==> config.mk <==
export PLATFORM = sky130hd
export DESIGN_NAME = bistComparator
export DESIGN_NICKNAME = d
export VERILOG_FILES = /design/src/verilog/sramPkg.sv /design/src/verilog/bistComparator.sv
export SDC_FILE = /design/constraint.sdc
export NUM_CORES = 1
export LEC_CHECK = 0
export BUFFER_PORTS_ARGS = -buffer_cell sky130_fd_sc_hd__buf_4
export CORE_MARGIN = 3
export CORE_UTILIZATION = 28
export CTS_CLUSTER_SIZE = 28
export DETAILED_ROUTE_END_ITERATION = 10
export PLACE_DENSITY = 0.54
export REMOVE_ABC_BUFFERS = 1
export SLEW_MARGIN = 5
export SYNTH_ARGS = -nofsm -noshare
export SYNTH_HDL_FRONTEND = slang
export SYNTH_SLANG_ARGS = --single-unit
==> constraint.sdc <==
create_clock -name CLK -period 2.65 [get_ports CLK]
set_clock_uncertainty 0.1 [all_clocks]
set_input_delay 0.1325 -clock CLK [delete_from_list [all_inputs] [get_ports CLK]]
set_output_delay 0.1325 -clock CLK [all_outputs]
set_load 0.02 [all_outputs]
==> src/verilog/sramPkg.sv <==
`default_nettype none

package sramPkg;

    //////////////////////////////////////////////////
    // Memory geometry
    //////////////////////////////////////////////////

    localparam int numWord = 256;
    localparam int addrWidth = 8;
    // Word width, also the write mask width
    localparam int dataWidth = 32;

    // Highest word address, start point of a down sweep
    localparam logic [addrWidth-1:0] lastAddr = addrWidth'(numWord - 1);

    //////////////////////////////////////////////////
    // March C- sequence
    //////////////////////////////////////////////////

    localparam int marchElemCount = 6;

    // Listed in run order
    typedef enum logic [2:0] {
        upW0,
        upR0W1,
        upR1W0,
        downR0W1,
        downR1W0,
        upR0
    } marchElem_t;

    // Solid data backgrounds
    localparam logic [dataWidth-1:0] backgroundZero = '0;
    localparam logic [dataWidth-1:0] backgroundOne = '1;

endpackage

`default_nettype wire

==> src/verilog/bistComparator.sv <==
`default_nettype none

module bistComparator (
    input  logic CLK,
    input  logic rstN,
    input  logic clear,
    input  logic cmpStrobe,
    input  logic [sramPkg::dataWidth-1:0] cmpExpect,
    input  logic [sramPkg::addrWidth-1:0] cmpAddr,
    input  logic [sramPkg::dataWidth-1:0] q,
    output logic bistFail,
    output logic [sramPkg::addrWidth-1:0] bistFailAddr
);

    // Issue-cycle values delayed to line up with q
    logic strobeD;
    logic [sramPkg::dataWidth-1:0] expectD;
    logic [sramPkg::addrWidth-1:0] addrD;

    logic mismatch;

    always_ff @(posedge CLK) begin
        expectD <= cmpExpect;
        addrD <= cmpAddr;
    end

    assign mismatch = strobeD && (q != expectD);

    always_ff @(posedge CLK) begin
        if (!rstN) begin
            strobeD <= 1'b0;
            bistFail <= 1'b0;
            bistFailAddr <= '0;
        end else begin
            strobeD <= cmpStrobe;
            if (clear) begin
                bistFail <= 1'b0;
                bistFailAddr <= '0;
            end else if (mismatch && !bistFail) begin
                // First failure only, later ones ignored
                bistFail <= 1'b1;
                bistFailAddr <= addrD;
            end
        end
    end

endmodule

`default_nettype wire

==> key figures <==
Outcome
  – Status: complete, no violations

STA
  – Slew Limit Headroom: 0.286
  – Final slew viol count: 0
  – Sum Neg Setup Slack: 0 ns
  – Fin crit period: 1.90 ns
  – Final Hold Fails: 0
  – Tcrit/Tclk final: 0.718
  – Setup-failing EPs final: 0
  – Setup slack after layout: 0.747 ns
  – Worst-Margin Slew: 1.07 ns
  – RSZ-0062 raised after global routing: false
  – Max Freq: 0.526 GHz

Layout
  – Multi-input logic area: 514 um^2
  – Finished Layout Cells: 326
  – Area grow syn2layout: 79.3%
  – Filler cell count: 496
  – Layout net count: 331
  – Register area: 1000 um^2
  – Share of layout cells above drive strength 1: 0.359
  – Post-route cell area: 2750 um^2
  – N_diodes: 0

Synthesis
  – Largest area contributor in the netlist: dfxtp_1
  – Largest cells by area after synthesis: dfxtp_1 65%, xnor2_1 18%, mux2i_1 5.2%, nand2_1 3.9%, nand4_1 3.3%
  – Gate Count Post-Synth: 124
  – Syn avg cell area: 12.4 um^2
  – Yosys cell types: 14
  – FF+latch count, synth: 50
  – Register area share after synthesis: 0.652
  – Post-Syn Area: 1540 um^2
  – Post-synth top area share: 0.652
  – Synth warn: 0

Setup path
  – CP peak stage delay: 0.84 ns
  – RR Startpoint: expectD[21]
  – Worst path arrival time: 2.02 ns
  – Worst Path Required: 2.77 ns
  – CP startpoint: expectD[21]
  – Reg2Reg Depth: 5
  – Crit Path Class: reg2reg
  – Reg2reg end: bistFailAddr[5]
  – CP startpoint kind: register
  – Critical Path End: bistFailAddr[5]
  – CP cell instances: xnor2_1, nand4_1, nor4_1, a21oi_1, mux2i_1
  – CP endpoint kind: register
  – Setup slack on the worst flop-to-flop path: 0.75 ns
  – Critical path's slowest cell: a21oi_1
  – Worst-path maximum fanout: 9

GRT
  – Vias in the first global route: 1,346
  – Grt ovf: 0
  – Initial antenna violation count: 0
  – Pin count of the biggest net entering global routing: 18
  – First-pass GRT wire length: 6070 um
  – GRT Util Overall: 0.124

Pwr
  – Power per cell area: 530 nW/um^2
  – Final Power: 0.00146 W
  – Worst vdd ir: 0.000269 V
  – Leakage: 1.18 nW

Placement
  – Dpl cells: 276
  – DP Area: 2240 um^2
  – Dpl ws: 0.702 ns
  – GPL Wtd Cong: 0.676
  – IO Port Bufs: 84
  – Post-DP HPWL: 2740 um

Floorplan
  – Die H: 80.0 um
  – Die area: 6410 um^2
  – Boundary Pins: 85
  – Die width: 80.0 um
  – Core ar.: 5200 um^2
  – Placement row count: 26
  – Starting Density: 0.295

Drt
  – TritonRoute pass-1 iters: 4
  – DRC Markers: 0
  – Final wirelength: 3800 um
  – Via density: 3.90
  – Drt wl/cell: 11.7 um
  – DR iter-0 viols: 21
  – Vias: 1,270
  – Antenna-violating nets left: 0

Hold path
  – Hold depth: 4
  – Min-delay worst type: in2reg

Clocking
  – H-tree levels: 2
  – Worst skew pair latency: 0.30 ns
  – Root buffer cell: clkbuf_8
  – Worst-path clk slew: 0.08 ns
  – TritonCTS clock tree: done
  – Total CTS buffers: 5
  – Hold-fix buffers, CTS: 42
  – Post-CTS setup buffers: 0
  – Longest Clk Path Bufs: 2
  – CTS sink cnt: 50
  – Resized Gates After CTS: 0

Job
  – Max Cap Violations: 0
==> registers in the layout (all words and copies together) (netlist names) <==
name / count
expectD: 32
addrD: 8
bistFailAddr: 8
bistFail: 1
strobeD: 1
==> how the worst min path moves through the flow <==
stage | startpoint | endpoint
2_1_floorplan | cmpAddr[0] | addrD[0]
3_3_place_gp | cmpExpect[6] | expectD[6]
3_5_place_dp | cmpExpect[13] | expectD[13]
4_1_cts | clear | bistFail
5_1_grt | clear | bistFail
6_report | clear | bistFail
==> final cells by class <==
class                      count  share of cell area
clock inverter                 1             0.00182
tap                           70              0.0318
clock buffer                   7              0.0314
timing repair buffer         127               0.385
multi-input combinational     71               0.187
sequential                    50               0.364
==> logic make-up (layout without fill, tap and decap cells) <==
logic type	count (synthesis)	count (layout)	share of synthesized area
AOI/OAI and AO/OA	2	2	0.00815
xor gates and xnor gates	32	32	0.183
buffers and inverters	3	135	0.0130
DFF	50	50	0.652
muxes	8	8	0.0522
and+or+nand+nor	29	29	0.0921
==> cell usage after synthesis, drive strengths merged <==
cell,count
nor4,2
dfxtp,50
and2,1
nand4,8
o21a,1
mux2i,8
xnor2,32
nand2,16
nand2b,1
nor2b,1
clkbuf,1
buf,2
a21oi,1
==> power by group <==
| group | switching (W) | total [W] | internal [W] |
|---|---|---|---|
| Combinational | 0.0000593 | 0.000214 | 0.000154 |
| Sequential | 0.0000144 | 0.000802 | 0.000788 |
| Clock | 0.000232 | 0.000443 | 0.000211 |
| Total | 0.000306 | 0.00146 | 0.00115 |
==> cell usage in the layout, fill, tap and decap left out, drive strengths merged, types with 2 or more instances in the layout <==
| master | synthesis | layout |
|---|---|---|
| nand4 | 8 | 8 |
| buf | 2 | 85 |
| mux2i | 8 | 8 |
| dfxtp | 50 | 50 |
| xnor2 | 32 | 32 |
| nor4 | 2 | 2 |
| dlygate4sd3 | 0 | 42 |
| clkbuf | 1 | 7 |
| nand2 | 16 | 16 |
==> routing by layer <==
layer  global-route usage  routed length [um]  vias up
li1                     -                   -      661
met1                0.142                1540      558
met2                0.224                1950       51
met3               0.0451                 307        0
met4               0.0203                   0        0
met5                    0                   0        -
==> per-stage QoR <==
step                      hold slack, ns   util
after floorplan                   0.0602      -
final                              0.173  0.529
after global placement             0.137  0.431
after global routing               0.185  0.529
after detailed placement           0.138  0.431
after CTS                          0.156  0.529
==> critical path: cells and delay by family, from the launching register on <==
| kind | cells | cell delay, ns |
|---|---|---|
| xor gates and xnor gates | 1 | 0.11 |
| and+or+nand+nor | 2 | 0.20 |
| DFF | 1 | 0.31 |
| muxes | 1 | 0.26 |
| AOI/OAI and AO/OA | 1 | 0.84 |
Note: power is estimated with default switching activity, not from simulation.
