## config.mk

```make
export PLATFORM = sky130hd
export DESIGN_NAME = bistController_flat
export DESIGN_NICKNAME = d
export VERILOG_FILES = /design/src/verilog/sramPkg.sv /design/src/verilog/sramPortIf.sv /design/src/verilog/bistController.sv /design/src/flat_wrapper.sv
export SDC_FILE = /design/constraint.sdc
export NUM_CORES = 1
export LEC_CHECK = 0
export ABC_AREA = 1
export ABC_CLOCK_PERIOD_IN_PS = 2120
export BUFFER_PORTS_ARGS = -buffer_cell sky130_fd_sc_hd__buf_2
export CORE_AREA = 2 2 62 64
export DETAILED_ROUTE_END_ITERATION = 7
export DIE_AREA = 0 0 64 66
export GPL_ROUTABILITY_DRIVEN = 0
export PLACE_DENSITY = 0.9
export SKIP_LAST_GASP = 1
export SLEW_MARGIN = 20
export SYNTH_ARGS = -nofsm -noshare
export SYNTH_HDL_FRONTEND = slang
export SYNTH_SLANG_ARGS = --single-unit
```

## constraint.sdc

```tcl
create_clock -name CLK -period 2.12 [get_ports CLK]
set_input_delay 0.212 -clock CLK [delete_from_list [all_inputs] [get_ports CLK]]
set_output_delay 0.212 -clock CLK [all_outputs]
set_load 0.05 [all_outputs]
```

## src/verilog/sramPkg.sv

```systemverilog
`default_nettype none

package sramPkg;

    //////////////////////////////////////////////////
    // Memory geometry
    //////////////////////////////////////////////////

    localparam int numWord = 256;
    localparam int addrWidth = 8;
    // Word width, also the write mask width
    localparam int dataWidth = 32;

    // Highest word address, start point of a down sweep
    localparam logic [addrWidth-1:0] lastAddr = addrWidth'(numWord - 1);

    //////////////////////////////////////////////////
    // March C- sequence
    //////////////////////////////////////////////////

    localparam int marchElemCount = 6;

    // Listed in run order
    typedef enum logic [2:0] {
        upW0,
        upR0W1,
        upR1W0,
        downR0W1,
        downR1W0,
        upR0
    } marchElem_t;

    // Solid data backgrounds
    localparam logic [dataWidth-1:0] backgroundZero = '0;
    localparam logic [dataWidth-1:0] backgroundOne = '1;

endpackage

`default_nettype wire

```

## src/verilog/sramPortIf.sv

```systemverilog
`default_nettype none

// One macro-style access port, all strobes active low
interface sramPortIf;

    logic ceb;
    logic web;
    logic [sramPkg::addrWidth-1:0] a;
    logic [sramPkg::dataWidth-1:0] d;
    // Per-bit write mask, low bits get written
    logic [sramPkg::dataWidth-1:0] bweb;

    // Side that issues operations
    modport master (output ceb, web, a, d, bweb);

    // Memory side
    modport array (input ceb, web, a, d, bweb);

endinterface

`default_nettype wire

```

## src/verilog/bistController.sv

```systemverilog
`default_nettype none

module bistController (
    input  logic CLK,
    input  logic rstN,
    input  logic bistStart,
    sramPortIf.master bistPort,
    output logic bistMode,
    output logic bistDone,
    output logic runStart,
    output logic addrClear,
    output logic addrDown,
    output logic addrStep,
    input  logic [sramPkg::addrWidth-1:0] addr,
    input  logic addrLast,
    output logic cmpStrobe,
    output logic [sramPkg::dataWidth-1:0] cmpExpect
);

    typedef enum logic [1:0] {
        stateIdle,
        stateRun,
        stateDrain
    } state_t;

    state_t state;
    sramPkg::marchElem_t elem;
    sramPkg::marchElem_t nextElem;
    sramPkg::marchElem_t loadElem;

    // Write half of a read-write pair
    logic inWrite;
    logic hasWrite;
    logic [sramPkg::dataWidth-1:0] readBg;
    logic [sramPkg::dataWidth-1:0] writeBg;
    logic opIssue;
    logic finalOp;
    logic elemLast;

    function automatic logic isDown(input sramPkg::marchElem_t e);
        return (e == sramPkg::downR0W1) || (e == sramPkg::downR1W0);
    endfunction

    //////////////////////////////////////////////////
    // Element decode
    //////////////////////////////////////////////////

    // Default is r0 then w1
    always_comb begin
        hasWrite = 1'b1;
        readBg = sramPkg::backgroundZero;
        writeBg = sramPkg::backgroundOne;
        case (elem)
            sramPkg::upW0: writeBg = sramPkg::backgroundZero;
            sramPkg::upR1W0, sramPkg::downR1W0: begin
                readBg = sramPkg::backgroundOne;
                writeBg = sramPkg::backgroundZero;
            end
            sramPkg::upR0: hasWrite = 1'b0;
            default: ;
        endcase
    end

    assign nextElem = sramPkg::marchElem_t'(elem + 3'd1);
    assign elemLast = elem == sramPkg::marchElem_t'(sramPkg::marchElemCount - 1);

    //////////////////////////////////////////////////
    // Sequencing
    //////////////////////////////////////////////////

    // Start only counts when idle
    assign runStart = (state == stateIdle) && bistStart;
    assign opIssue = state == stateRun;
    // Last operation on the current address
    assign finalOp = inWrite || !hasWrite;
    assign addrStep = opIssue && finalOp;
    // Reload counter at start and at each element boundary
    assign addrClear = runStart || (addrStep && addrLast && !elemLast);
    assign loadElem = runStart ? sramPkg::upW0 : nextElem;
    assign addrDown = isDown(loadElem);

    always_ff @(posedge CLK) begin
        if (!rstN) begin
            state <= stateIdle;
            bistDone <= 1'b0;
            elem <= sramPkg::upW0;
            inWrite <= 1'b0;
        end else begin
            case (state)
                stateIdle: begin
                    if (bistStart) begin
                        state <= stateRun;
                        bistDone <= 1'b0;
                        elem <= sramPkg::upW0;
                        inWrite <= 1'b1;
                    end
                end
                stateRun: begin
                    if (!finalOp) begin
                        inWrite <= 1'b1;
                    end else if (!addrLast) begin
                        // Next address, same element
                        inWrite <= elem == sramPkg::upW0;
                    end else if (elemLast) begin
                        state <= stateDrain;
                    end else begin
                        elem <= nextElem;
                        inWrite <= nextElem == sramPkg::upW0;
                    end
                end
                // One cycle for the last read to reach the comparator
                default: begin
                    state <= stateIdle;
                    bistDone <= 1'b1;
                end
            endcase
        end
    end

    assign bistMode = state != stateIdle;

    //////////////////////////////////////////////////
    // BIST port and compare
    //////////////////////////////////////////////////

    assign bistPort.ceb = !opIssue;
    assign bistPort.web = !inWrite;
    assign bistPort.a = addr;
    assign bistPort.d = writeBg;
    // Full-word writes only
    assign bistPort.bweb = '0;

    assign cmpStrobe = opIssue && !inWrite;
    assign cmpExpect = readBg;

endmodule

`default_nettype wire

```

## src/flat_wrapper.sv

```systemverilog
// flat-port wrapper written by rule: the top's interface ports become plain ports
module bistController_flat 
  (CLK, rstN, bistStart, bistMode, bistDone, runStart, addrClear, addrDown, addrStep, addr, addrLast, cmpStrobe, cmpExpect, bistPort_ceb, bistPort_web, bistPort_a, bistPort_d, bistPort_bweb);
  sramPortIf bistPort_i ();
  input  logic CLK;
  input  logic rstN;
  input  logic bistStart;
  output logic bistMode;
  output logic bistDone;
  output logic runStart;
  output logic addrClear;
  output logic addrDown;
  output logic addrStep;
  input  logic [sramPkg::addrWidth-1:0] addr;
  input  logic addrLast;
  output logic cmpStrobe;
  output logic [sramPkg::dataWidth-1:0] cmpExpect;
  output wire logic [$bits(bistPort_i.ceb)-1:0] bistPort_ceb;
  output wire logic [$bits(bistPort_i.web)-1:0] bistPort_web;
  output wire logic [$bits(bistPort_i.a)-1:0] bistPort_a;
  output wire logic [$bits(bistPort_i.d)-1:0] bistPort_d;
  output wire logic [$bits(bistPort_i.bweb)-1:0] bistPort_bweb;
  assign bistPort_ceb = bistPort_i.ceb;
  assign bistPort_web = bistPort_i.web;
  assign bistPort_a = bistPort_i.a;
  assign bistPort_d = bistPort_i.d;
  assign bistPort_bweb = bistPort_i.bweb;
  bistController u_core (.CLK(CLK), .rstN(rstN), .bistStart(bistStart), .bistPort(bistPort_i), .bistMode(bistMode), .bistDone(bistDone), .runStart(runStart), .addrClear(addrClear), .addrDown(addrDown), .addrStep(addrStep), .addr(addr), .addrLast(addrLast), .cmpStrobe(cmpStrobe), .cmpExpect(cmpExpect));
endmodule
```

==> flow_summary.yaml <==
outcome:
  status: "finished clean"
layout:
  multiInputGateArea_sq_um: 432.9
  layout-drive-gt1-share: 0.4611
  n_antenna_cell: 0
  seqCellArea_sq_um: 140.1
  final_cell_mix: "76 x buf_2, 32 x conb_1, 17 x nand2_1"
  utilization: 0.3129
  layout.nets: 211
  final_common_cell: "buf_2"
  area_growth_pct: -13.11
  fill_cells: 402
  final_design_area_no_fill_sq_mm: 0.001111
drt:
  drt-total-wl_um: 1892
  vias: 870
  drtPass1Iterations: 4
  post_drt_wl_per_cell_um: 7.851
  drt_iter0_drc: 13
  drcViolationCount: 0
  viasPerCell: 3.610
  drtAntennaViolNets: 0
sta:
  finalCriticalPeriod_ns: 1.971
  fmax_ghz: 0.5072
  finalClockSkew_ns: 0.002288
  maxSlewViolCount: 0
  post-route-period-util: 0.9299
  rsz0062_at_grt: "true"
  finalSetupViolations: 0
  whs_ns: 0.2343
  finalHoldViolations: 0
setup_path:
  ff2ff_path_depth: 8
  reg2reg_slack_ns: 0.78
  critical_path_class: "flop to output pin"
  critPathRequiredTime_ns: 1.91
  crit_start: "u_core.elem[0]"
  path_cells: "inv_1, ha_1, nand2_1, o21a_4, buf_2"
  r2r_start: "u_core.elem[0]"
  worst-path-max-fanout: 32
  worstSetupEndpointType: "output pin"
  setup.worst_path.end: "bistPort_d[18]"
  crit_path_top_delay_cell: "dfxtp_1"
  cp.arrival_ns: 1.76
  worstSetupStartpointType: "flop"
  cp_slowest_stage_delay_ns: 0.46
  regToRegEndpoint: "u_core.inWrite"
min_path:
  whs_path_depth: 3
  min_path_type: "primary input to flop"
synth:
  ys_warn_count: 0
  netlist.area_leader.share: 0.5988
  seq_area_frac_synth: 0.1096
  mappedNetlistArea_sq_mm: 0.001279
  synthFlopType: "dfxtp_1"
  ys_seq_elements: 7
  syn_inst: 183
  yosys.area.top_type: "buf_4"
  synth_async_sr_flop_share: 0
  synth.area.top_cells: "buf_4 60%, dfxtp_1 11%, nand2_1 5.0%"
  synth_cell_type_count: 18
  synth_edf_count: 0
  syn_avg_cell_area_sq_um: 6.988
power:
  ir_drop_uv: 391.1
  p_per_area_mw_per_mm2: 846.9
  power.leakage_nw: 0.8100
  p_total_mw: 0.9409
die:
  start_util: 0.3601
  die_w_um: 64
  io_pins: 125
  fp.dieH_um: 66
  dieArea_sq_mm: 0.004224
  placementRows: 22
  fp.coreArea_sq_mm: 0.003551
global_routing:
  grt_pass1_vias: 593
  antenna_found_initial: 0
  overflow: 0
  grt_max_degree: 33
  grt_pass1_wl_um: 2539
  track_usage: 0.07612
cts:
  clockBufferDepth: 2
  clk_latency_ns: 0.25
  path_clk_slew_ns: 0.05
  cts_buffers: 3
  cts_tree: "built"
  cts.sinks: 7
  cts_hold_buffers: 0
  htreeDepth: 1
  cts-root-buf: "clkbuf_4"
placement:
  numPortBuffers: 76
  dp_hpwl_um: 1592
  place_area_sq_mm: 0.001079
run:
  drv_cap: 0
[Yosys cell counts (2+ instances only)]
master   instances
dfxtp_1          7
nand2_1         17
nor2_2           2
inv_1           16
o21ai_0          2
nand3_1          4
ha_1             5
buf_4          102
nand4_1          3
nand2_2          3
nor2_1          15
[how the worst min path moves through the flow]
stage                  from        endpoint  slack [ns]
floorplan              rstN  u_core.elem[1]        0.33
global placement    addr[1]   bistPort_a[1]        0.42
detailed placement  addr[1]   bistPort_a[1]        0.42
CTS                    rstN  u_core.elem[1]        0.23
global route           rstN  u_core.inWrite        0.24
finish                 rstN  u_core.elem[1]        0.23
[area by class of cell]
cell class,instances,area share
multi-input cells,88,0.3896
flip-flops and latches,7,0.1261
well taps,48,0.05405
clock buffers,4,0.02365
inverters,17,0.05743
repair buffers,77,0.3491
[flip-flops by register name, summed over array words and instances (netlist names)]
name / cells
u_core.bistDone: 1
u_core.elem: 3
u_core.inWrite: 1
u_core.state: 2
[repair_timing]
item                                    4_1_cts  5_1_grt
buffers inserted                              0        0
endpoints found under the hold margin         0        0
resized for setup                             0        1
endpoints found under the setup margin        0       32
[cells by family after synthesis]
| kind of cell | after synthesis | share of synthesized area |
|---|---|---|
| other | 1 | 0.002933 |
| DFF | 7 | 0.1096 |
| xor gates and xnor gates | 1 | 0.006851 |
| and+or+nand+nor | 46 | 0.1624 |
| buffers and inverters | 119 | 0.6487 |
| adders and majority gates | 5 | 0.04892 |
| AOI/OAI and AO/OA | 4 | 0.02055 |
[layer usage]
| layer | vias up | global-route usage | routed length [um] | share of wire |
|---|---|---|---|---|
| li1 | 437 | - | - | - |
| met5 | - | 0 | 0 | 0 |
| met3 | 7 | 0.01193 | 233 | 0.12 |
| met2 | 63 | 0.1380 | 928 | 0.49 |
| met1 | 363 | 0.07677 | 676 | 0.36 |
| met4 | 0 | 0.06250 | 53 | 0.028 |
[worst max-delay path: cells and delay by family (launching register included)]
family / cells / cell delay [ns]
simple gates: 1 / 0.10
buf+inv: 2 / 0.45
flops: 1 / 0.46
compound gates: 1 / 0.27
fa+ha+maj: 1 / 0.23
[stage by stage]
step / setup TNS, ns / setup WS, ns / instances
floorplan: 0 / 0.009658 / 214
global placement: 0 / 0.3841 / 237
detailed placement: 0 / 0.2950 / 237
CTS: 0 / 0.01819 / 241
global route: -0.7619 / -0.02945 / 241
finish: 0 / 0.1486 / 241
[power breakdown]
| group | switching, mW | internal, mW |
|---|---|---|
| sequential | 0.00774 | 0.139 |
| combinational | 0.582 | 0.0947 |
| clock | 0.0462 | 0.0716 |
| total | 0.636 | 0.305 |
(Power assumes the default switching activity.)
