<file path="config.mk">
export PLATFORM = sky130hd
export DESIGN_NAME = bistAddrGen
export DESIGN_NICKNAME = d
export VERILOG_FILES = /design/src/verilog/sramPkg.sv /design/src/verilog/bistAddrGen.sv
export SDC_FILE = /design/constraint.sdc
export NUM_CORES = 1
export LEC_CHECK = 0
export BUFFER_PORTS_ARGS = -buffer_cell sky130_fd_sc_hd__buf_4
export CAP_MARGIN = 20
export CELL_PAD_IN_SITES_DETAIL_PLACEMENT = 1
export CELL_PAD_IN_SITES_GLOBAL_PLACEMENT = 2
export CORE_UTILIZATION = 30
export DETAILED_ROUTE_END_ITERATION = 10
export PLACE_DENSITY = 0.73
export SYNTH_ARGS = -nofsm -noshare
export SYNTH_HDL_FRONTEND = slang
export SYNTH_SLANG_ARGS = --single-unit
</file>
<file path="constraint.sdc">
create_clock -name CLK -period 5.4 [get_ports CLK]
set_clock_uncertainty 0.05 [all_clocks]
set_input_delay 0.81 -clock CLK [delete_from_list [all_inputs] [get_ports CLK]]
set_output_delay 0.81 -clock CLK [all_outputs]
set_load 0.03 [all_outputs]
</file>
<file path="src/verilog/sramPkg.sv">
`default_nettype none

package sramPkg;

    //////////////////////////////////////////////////
    // Memory geometry
    //////////////////////////////////////////////////

    localparam int numWord = 256;
    localparam int addrWidth = 8;
    // Word width, also the write mask width
    localparam int dataWidth = 32;

    // Highest word address, start point of a down sweep
    localparam logic [addrWidth-1:0] lastAddr = addrWidth'(numWord - 1);

    //////////////////////////////////////////////////
    // March C- sequence
    //////////////////////////////////////////////////

    localparam int marchElemCount = 6;

    // Listed in run order
    typedef enum logic [2:0] {
        upW0,
        upR0W1,
        upR1W0,
        downR0W1,
        downR1W0,
        upR0
    } marchElem_t;

    // Solid data backgrounds
    localparam logic [dataWidth-1:0] backgroundZero = '0;
    localparam logic [dataWidth-1:0] backgroundOne = '1;

endpackage

`default_nettype wire

</file>
<file path="src/verilog/bistAddrGen.sv">
`default_nettype none

module bistAddrGen (
    input  logic CLK,
    input  logic rstN,
    input  logic addrClear,
    input  logic addrDown,
    input  logic addrStep,
    output logic [sramPkg::addrWidth-1:0] addr,
    output logic addrLast
);

    // Direction captured at clear, held for the sweep
    logic dirDown;

    always_ff @(posedge CLK) begin
        if (!rstN) begin
            addr <= '0;
            dirDown <= 1'b0;
        end else if (addrClear) begin
            // Clear wins over a step in the same cycle
            addr <= addrDown ? sramPkg::lastAddr : '0;
            dirDown <= addrDown;
        end else if (addrStep) begin
            if (dirDown) begin
                addr <= addr - 1'b1;
            end else begin
                addr <= addr + 1'b1;
            end
        end
    end

    // Final address of the sweep
    assign addrLast = dirDown ? (addr == '0) : (addr == sramPkg::lastAddr);

endmodule

`default_nettype wire

</file>
==> impl_results.md, run 1 <==
* Outcome: finished, final reports clean
* Leakage at 0.358 nW
* Final Hold Fails at 0
* Gpl congestion at approximately 0.77
* Final #Nets at 109
* # rows at 16
* Die ar. at 0.00242 sq mm
* Post-CTS Setup Bufs at 0
* Commonest non-fill, non-tap cell in the layout: buf_4
* Yosys reg bits at 9
* Post-DP HPWL at roughly 1300 um
* Initial core utilization at between 30 and 40%
* Congestion Overflow GR at 0
* Post-synth cell types at 27
* Slew at the pin with the worst max-slew slack at 0.475 ns
* Yosys warning total at 0
* Critical Path RT at between 4 and 5 ns
* Initial antenna violation count at 0
* CP arrival at 1.91 ns
* Syn Std Cell Area at 667 sq um
* # DRC at 0
* Vias in the first global route at 642
* # IOs at 14
* First-pass GRT wire length at 2980 um
* Drt first-iter violations at 6
* Root Buffer: clkbuf_4
* Vias per cell at 5.21
* Mapped Avg Cell Area at between 8 and 9 sq um
* Most frequent cells in the layout: 13 x buf_4, 9 x a21oi_1, 9 x dfxtp_1
* Crit path kind: flop to output port
* Crit start category: flop
* Pin count of the biggest net entering global routing at 15
* Clock-pin slew on the worst setup and hold paths at 0.07 ns
* FMAX at between 0.3 and 0.4 GHz
* GR Util All Layers at 16.1%
* Max-cap violations at 0
* Clock tree from TritonCTS: done
* # hold bufs at CTS at 0
* Clk Latency, worst-skew pair at 0.26 ns
* Max FO, Critical Path at 7
* Cts bufs inserted at 3
* Unrepaired setup endpoints after global routing: no
* Slew Limit Fails at 0
* Die Span Y at 49.2 um
* Area grow syn2layout at 22.5%
* Crit path time final at 2.77 ns
* Clk sinks at 9
* HP Class: flop to flop
* Pwr Density at 242 mW/mm^2
* # resized after CTS at 0
* Die W at 49.2 um
* Crit end category: output port
* Max Root-Sink Buffers at 2
* Diode count at 0
* Core Area at 0.00202 sq mm
* Post-Synthesis Cells at 81
* Routed Antenna Nets at 0
* 1st-pass router iterations at 4
* Avg WL per Cell at approximately 14 um
* Mapped Nets at 93
* I/O Buffers at 13
* Util after Layout at 40.4%
* Filler cell count at 255
* # setup viols final at 0
* Hold_ws at between 0.5 and 0.6 ns
* Max VDD drop at 0.188 mV
* Share of cells above drive strength 1 at 18.8%
* Clock H-tree levels at 1
* Post-synthesis sequential area ratio at 27.0%
* Total Power Consumption at 0.197 mW
* Routed WL at 1710 um
* Final worst-path cycle share at approximately 51%
* Max-slew headroom at between 60% and 70%
* Final setup TNS at 0 ns
* Vias at 641
==> sequential cells by signal (all words and copies together), names as in the netlist <==
signal   cells
addr         8
dirDown      1
==> cells by family after synthesis <==
kind of cell / after synthesis / synth area share, %
simple gates: 24 / 18.2
buf+inv: 7 / 3.94
xor+xnor: 6 / 7.88
mux: 1 / 1.50
fa+ha+maj: 7 / 14.3
flops: 9 / 27.0
compound gates: 27 / 27.2
==> worst max-delay path, cell delays in order, from the launching register on <==
cell and delay [ns]:
dfxtp_1 0.36, or4_1 0.53, or3_1 0.35, o41ai_2 0.21, buf_4 0.21
==> metrics by stage <==
stage | worst slack (ns) | cells | cell area (sq um)
CTS | 2.61 | 123 | 817
finish | 2.63 | 123 | 817
global route | 2.54 | 123 | 817
global placement | 2.91 | 119 | 791
floorplan | 2.64 | 81 | 667
detailed placement | 2.91 | 119 | 791
==> layer usage <==
metal / global-route usage (%) / wire (um) / vias to the layer above
met1: 20.3 / 843 / 305
met4: 2.94 / 10 / 0
met2: 26.5 / 791 / 11
met5: 0 / 0 / -
met3: 5.61 / 66 / 2
li1: - / - / 323
==> power by group <==
part / switching, mW / internal [mW] / leakage (nW)
combinational: 0.0349 / 0.0274 / 0.269
sequential: 0.00899 / 0.0719 / 0.0749
clock: 0.0257 / 0.0285 / 0.0150
==> worst paths after layout <==
path,cells past startpoint,slack (ns),to,from
max,4,2.63,addrLast,addr[7]
min,2,0.56,addr[4],addr[4]
max reg2reg,7,3.19,addr[7],dirDown
min reg2reg,2,0.56,addr[4],addr[4]
==> final cells by class <==
cell class	count	area [sq um]	area share [%]
flip-flops and latches	9	180	22.1
inverters	5	18.8	2.30
repair buffers	13	97.6	11.9
multi-input cells	65	460	56.4
clock buffers	4	26.3	3.22
well taps	27	33.8	4.13
==> synth_stat cells (all sizes together) <==
cell / number / area, sq um
a21oi: 9 / 45.0
nor3b: 1 / 7.51
dfxtp: 9 / 180
xor2: 3 / 26.3
o21a: 6 / 45.0
a21boi: 3 / 22.5
nor2: 7 / 26.3
nor2b: 2 / 12.5
o31ai: 2 / 15.0
inv: 5 / 18.8
o21ai: 3 / 15.0
a31oi: 1 / 6.26
or4: 1 / 7.51
or3: 3 / 20.0
and2: 1 / 6.26
nand2: 5 / 18.8
ha: 6 / 75.1
a21o: 1 / 7.51
a311oi: 1 / 8.76
clkbuf: 2 / 7.51
mux2i: 1 / 10.0
fa: 1 / 20.0
o41ai: 1 / 16.3
nand4: 2 / 12.5
xnor2: 3 / 26.3
nor3: 2 / 10.0
No activity file was read; power rests on OpenSTA's default activity.
==> run 2: changes to the inputs <==
--- a/config.mk
+++ b/config.mk
@@ -9,9 +9,9 @@
 export CAP_MARGIN = 20
 export CELL_PAD_IN_SITES_DETAIL_PLACEMENT = 1
 export CELL_PAD_IN_SITES_GLOBAL_PLACEMENT = 2
-export CORE_UTILIZATION = 30
+export CORE_UTILIZATION = 27
 export DETAILED_ROUTE_END_ITERATION = 10
-export PLACE_DENSITY = 0.73
+export PLACE_DENSITY = 0.69
 export SYNTH_ARGS = -nofsm -noshare
 export SYNTH_HDL_FRONTEND = slang
 export SYNTH_SLANG_ARGS = --single-unit
==> constraint.sdc (replaced) <==
create_clock -name CLK -period 2.5 [get_ports CLK]
set_clock_uncertainty 0.05 [all_clocks]
set_input_delay 0.375 -clock CLK [delete_from_list [all_inputs] [get_ports CLK]]
set_output_delay 0.375 -clock CLK [all_outputs]
set_load 0.03 [all_outputs]
==> impl_results.md, run 2 (synthesized netlist as in run 1, its figures left out) <==
* Critical Path Stages at 4
* Die W at 51.7 um
* Clock H-tree levels at 1
* Initial antenna violation count at 0
* Congestion Overflow GR at 0
* Placed Cells at 120
* # hold bufs at CTS at 0
* Critical Path RT at about 2.1 ns
* Max reg flops at 8
* First-pass GRT wire length at ~3100 um
* Cell family with most CP delay: simple AND/OR/NAND/NOR gates
* Final worst-path cycle share at 93.7%
* Max-slew headroom at roughly three quarters
* I/O Buffers at 13
* Final #Nets at ~110
* Crit path kind: flop to output port
* Root Buffer: clkbuf_4
* Leakage at roughly 0.36 nW
* Die ar. at 0.00267 sq mm
* Area grow syn2layout at 22.7%
* Crit path max-delay cell type: or4_1
* Clock tree from TritonCTS: done
* Worst hold start: rstN
* # rows at 17
* # resized after CTS at 0
* RR Startpoint: dirDown
* Vias per cell at approximately 5
* Commonest non-fill, non-tap cell in the layout: buf_4
* Slew Limit Fails at 0
* # IOs at 14
* HP Class: input port to flop
* Final setup TNS at 0 ns
* Finished Layout Cells at 124
* Unrepaired setup endpoints after global routing: no
* Register share of total power at 41.8%
* # DRC at 0
* Max Root-Sink Buffers at 2
* CP arrival at approximately 1.9 ns
* Crit end category: output port
* Int Pwr at around 0.28 mW
* Clk Latency, worst-skew pair at around 0.26 ns
* Slew at the pin with the worst max-slew slack at 0.404 ns
* Hold_ws at 0.293 ns
* WHS Path Cells at 2
* Vias at 627
* Post-route setup slack at 0.157 ns
* Max FO, Critical Path at 7
* Biggest register: addr
* Share of cells above drive strength 1 at 18.8%
* Drt first-iter violations at 6
* Most frequent cells in the layout: 13 x buf_4, 9 x a21oi_1, 9 x dfxtp_1
* Pwr Density at 515 mW/mm^2
* Combinational power share at 31.7%
* 1st-pass router iterations at 4
* Cts bufs inserted at 3
* Die Span Y at 51.7 um
* Core Area at 0.00228 sq mm
* Diode count at 0
* Crit start category: flop
* Worst reg2reg path depth at 7
* Pin count of the biggest net entering global routing at 15
* Routed WL at between 1500 and 2000 um
* Critical path startpoint: addr[7]
* Max VDD drop at 0.287 mV
* Crit path time final at approximately 2.3 ns
* Outcome: finished, final reports clean
* Sw Share at roughly a third
* Post-CTS Setup Bufs at 0
* Final Hold Fails at 0
* Clock group share of total power at 26.5%
* Worst slack, placed at 0.366 ns
* Net Sw Power at 0.146 mW
* Avg WL per Cell at approximately 14 um
* Initial core utilization at 29.3%
* GR Util All Layers at 15.9%
* CP bufs+invs at 1
* FMAX at between 0.4 and 0.5 GHz
* Post-DP HPWL at 1300 um
* Critical path cell sequence: or4_1 -> or3_1 -> o41ai_2 -> buf_4
* # setup viols final at 0
* Gpl congestion at about 0.72
* Total Power Consumption at 0.421 mW
* Max-cap violations at 0
* Clock-pin slew on the worst setup and hold paths at 0.06 ns
* Biggest regs: addr x8, dirDown x1
* Worst path max stage delay at between 0.5 and 0.6 ns
* Clk sinks at 9
* Routed Antenna Nets at 0
* Vias in the first global route at 645
run 2: cell counts in the layout (fill, tap and decap cells not counted):
No cell type changed its count.
run 2: power groups by stage:
stage | combinational (mW) | clock [mW] | sequential [mW]
after floorplan | 0.0736 | 0 | 0.195
after global placement | 0.135 | 0 | 0.179
after detailed placement | 0.135 | 0 | 0.179
after CTS | 0.136 | 0.116 | 0.176
after global routing | 0.149 | 0.125 | 0.179
final | 0.134 | 0.111 | 0.176
run 2: path summary, 6_finish.rpt:
check	to	slack [ns]
worst max-delay path	addrLast	0.16
worst min-delay path	addr[1]	0.29
worst max register to register	addr[5]	0.36
worst min register to register	addr[4]	0.56
run 2: through the flow:
stage,util (%),cell area [sq um]
after floorplan,-,667
after global placement,34.8,792
after detailed placement,34.8,792
after CTS,36.0,818
after global routing,36.0,818
final,36.0,818
run 2: layout make-up:
class                           instances  area [sq um]
Multi-Input combinational cell         65           460
Timing Repair Buffer                   13          97.6
Fill cell                             283          1460
Clock buffer                            4          26.3
Inverter                                5          18.8
Sequential cell                         9           180
Tap cell                               28          35.0
run 2: routing by layer:
layer  track usage (%)  vias to the layer above  part of all wire (%)
li1                  -                      323                     -
met1              20.4                      292                    49
met2              26.0                       12                    46
met3              5.56                        0                   4.7
met4              2.70                        0                     0
met5                 0                        -                     0
==> run 3: changes to the inputs <==
--- a/config.mk
+++ b/config.mk
@@ -5,11 +5,13 @@
 export SDC_FILE = /design/constraint.sdc
 export NUM_CORES = 1
 export LEC_CHECK = 0
+export ABC_CLOCK_PERIOD_IN_PS = 2500
 export BUFFER_PORTS_ARGS = -buffer_cell sky130_fd_sc_hd__buf_4
 export CAP_MARGIN = 20
 export CELL_PAD_IN_SITES_DETAIL_PLACEMENT = 1
 export CELL_PAD_IN_SITES_GLOBAL_PLACEMENT = 2
 export CORE_UTILIZATION = 27
+export CTS_BUF_LIST = sky130_fd_sc_hd__clkbuf_4 sky130_fd_sc_hd__clkbuf_8 sky130_fd_sc_hd__clkbuf_16
 export DETAILED_ROUTE_END_ITERATION = 10
 export PLACE_DENSITY = 0.69
 export SYNTH_ARGS = -nofsm -noshare
==> impl_results.md, run 3 (synthesized netlist as in run 1, its figures left out) <==
* Die W at 51.7 um
* RR Startpoint: dirDown
* Final Hold Fails at 0
* Clock H-tree levels at 1
* M1 GR Usage at between 20% and 30%
* GRT busiest layer: met2
* Slew at the pin with the worst max-slew slack at 0.404 ns
* Clk Latency, worst-skew pair at 0.26 ns
* GRT met2 Usage at about a quarter
* Vias at 628
* Outcome: finished, final reports clean
* # resized after CTS at 0
* Diode count at 0
* Reg2Reg Setup Slack at 0.37 ns
* Max-cap violations at 0
* Critical Path RT at 2.08 ns
* Vias in the first global route at 645
* Congestion Overflow GR at 0
* Clock-pin slew on the worst setup and hold paths at 0.06 ns
* Max VDD drop at about 0.29 mV
* # rows at 17
* CP arrival at between 1.5 and 2 ns
* Pwr Density at 526 mW/mm^2
* Final setup TNS at 0 ns
* Root Buffer: clkbuf_4
* M3 GR Usage at 5.56%
* Final worst-path cycle share at 93.7%
* Filler cell count at 284
* Area grow syn2layout at 23.3%
* Biggest regs: addr x8, dirDown x1
* Routed WL at 1760 um
* Total Power Consumption at approximately 0.43 mW
* Max reg flops at 8
* FMAX at roughly 0.43 GHz
* Biggest register: addr
* Worst reg2reg path depth at 7
* Sw Share at between 30 and 40%
* I/O Buffers at 13
* Int Pwr at 0.286 mW
* Initial antenna violation count at 0
* Core Area at 0.00228 sq mm
* Drt first-iter violations at 6
* Slew Limit Fails at 0
* # DRC at 0
* Crit path time final at 2.34 ns
* Unrepaired setup endpoints after global routing: no
* Initial core utilization at 29.3%
* Post-CTS Setup Bufs at 0
* Max FO, Critical Path at 7
* Crit end category: output port
* # hold bufs at CTS at 0
* Cts bufs inserted at 3
* Crit start category: flop
* Routed Antenna Nets at 0
* Crit path max-delay cell type: or4_1
* Clock group share of total power at 28.3%
* Leakage at 0.362 nW
* Gpl congestion at 0.723
* Max Root-Sink Buffers at 2
* First-pass GRT wire length at ~3000 um
* Max-slew headroom at 73.0%
* Hold worst-path end: addr[1]
* Worst path max stage delay at 0.53 ns
* Worst hold start: rstN
* Area of the multi-input gates at 460 sq um
* Share of cells above drive strength 1 at 19.8%
* Critical path cell sequence: or4_1 -> or3_1 -> o41ai_2 -> buf_4
* Commonest non-fill, non-tap cell in the layout: buf_4
* Register share of total power at 40.7%
* Crit path kind: flop to output port
* Pin count of the biggest net entering global routing at 15
* Clock tree from TritonCTS: done
* Reg-to-reg critical path endpoint: addr[5]
* Die Span Y at 51.7 um
* Avg WL per Cell at 14.2 um
* # IOs at 14
* Final #Nets at 109
* Seq. cell area at 180 sq um
* 1st-pass router iterations at 4
* Net Sw Power at 0.146 mW
* GR Util All Layers at 15.9%
* Vias per cell at 5.06
* WHS Path Cells at 2
* # setup viols final at 0
* Die ar. at 0.00267 sq mm
* Most frequent cells in the layout: 13 x buf_4, 9 x a21oi_1, 9 x dfxtp_1
* Combinational power share at about 30%
* HP Class: input port to flop
* Post-DP HPWL at roughly 1300 um
* Clk sinks at 9
==> run 3: cell counts in the layout (fill, tap and decap cells not counted) <==
No cell type changed its count.
==> run 3: final cells by class <==
cell class	instances	share of cell area [%]
clock buffer	4	3.65
inverter	5	2.28
multi-input combinational	65	56.0
sequential	9	21.9
tap	28	4.26
timing repair buffer	13	11.9
==> run 3: worst max-delay path by stage <==
stage | slack, ns | from | cells after the start | endpoint
detailed placement | 0.37 | dirDown | 7 | addr[5]
CTS | 0.15 | addr[7] | 4 | addrLast
global placement | 0.37 | dirDown | 7 | addr[5]
floorplan | 0.18 | addr[7] | 3 | addrLast
global route | 0.01 | addr[7] | 4 | addrLast
finish | 0.16 | addr[7] | 4 | addrLast
==> run 3: stage by stage <==
stage / hold WS (ns) / util [%] / std cells / worst slack [ns] / instance area [sq um]
after global placement: 0.536 / 34.8 / 120 / 0.370 / 792
after floorplan: 0.447 / - / 81 / 0.177 / 667
after detailed placement: 0.557 / 34.8 / 120 / 0.366 / 792
final: 0.293 / 36.1 / 124 / 0.156 / 822
after CTS: 0.287 / 36.1 / 124 / 0.153 / 822
after global routing: 0.276 / 36.1 / 124 / 0.0113 / 822
==> run 3: metal layers <==
layer	up-vias	routed length, um
met4	0	0
met5	-	0
met2	12	810
li1	323	-
met3	0	83
met1	293	862
==> run 3: worst max-delay path: cells and delay by family (launching register included) <==
kind            cells  cell delay, ns
flops               1            0.36
simple gates        2            0.86
buf+inv             1            0.21
compound gates      1            0.22
==> run 3: power groups by stage <==
stage          Sequential, mW  Clock [mW]  Combinational (mW)
2_1_floorplan           0.195           0              0.0736
3_3_place_gp            0.179           0               0.135
3_5_place_dp            0.179           0               0.135
4_1_cts                 0.176       0.128               0.136
5_1_grt                 0.179       0.136               0.149
6_report                0.176       0.122               0.134
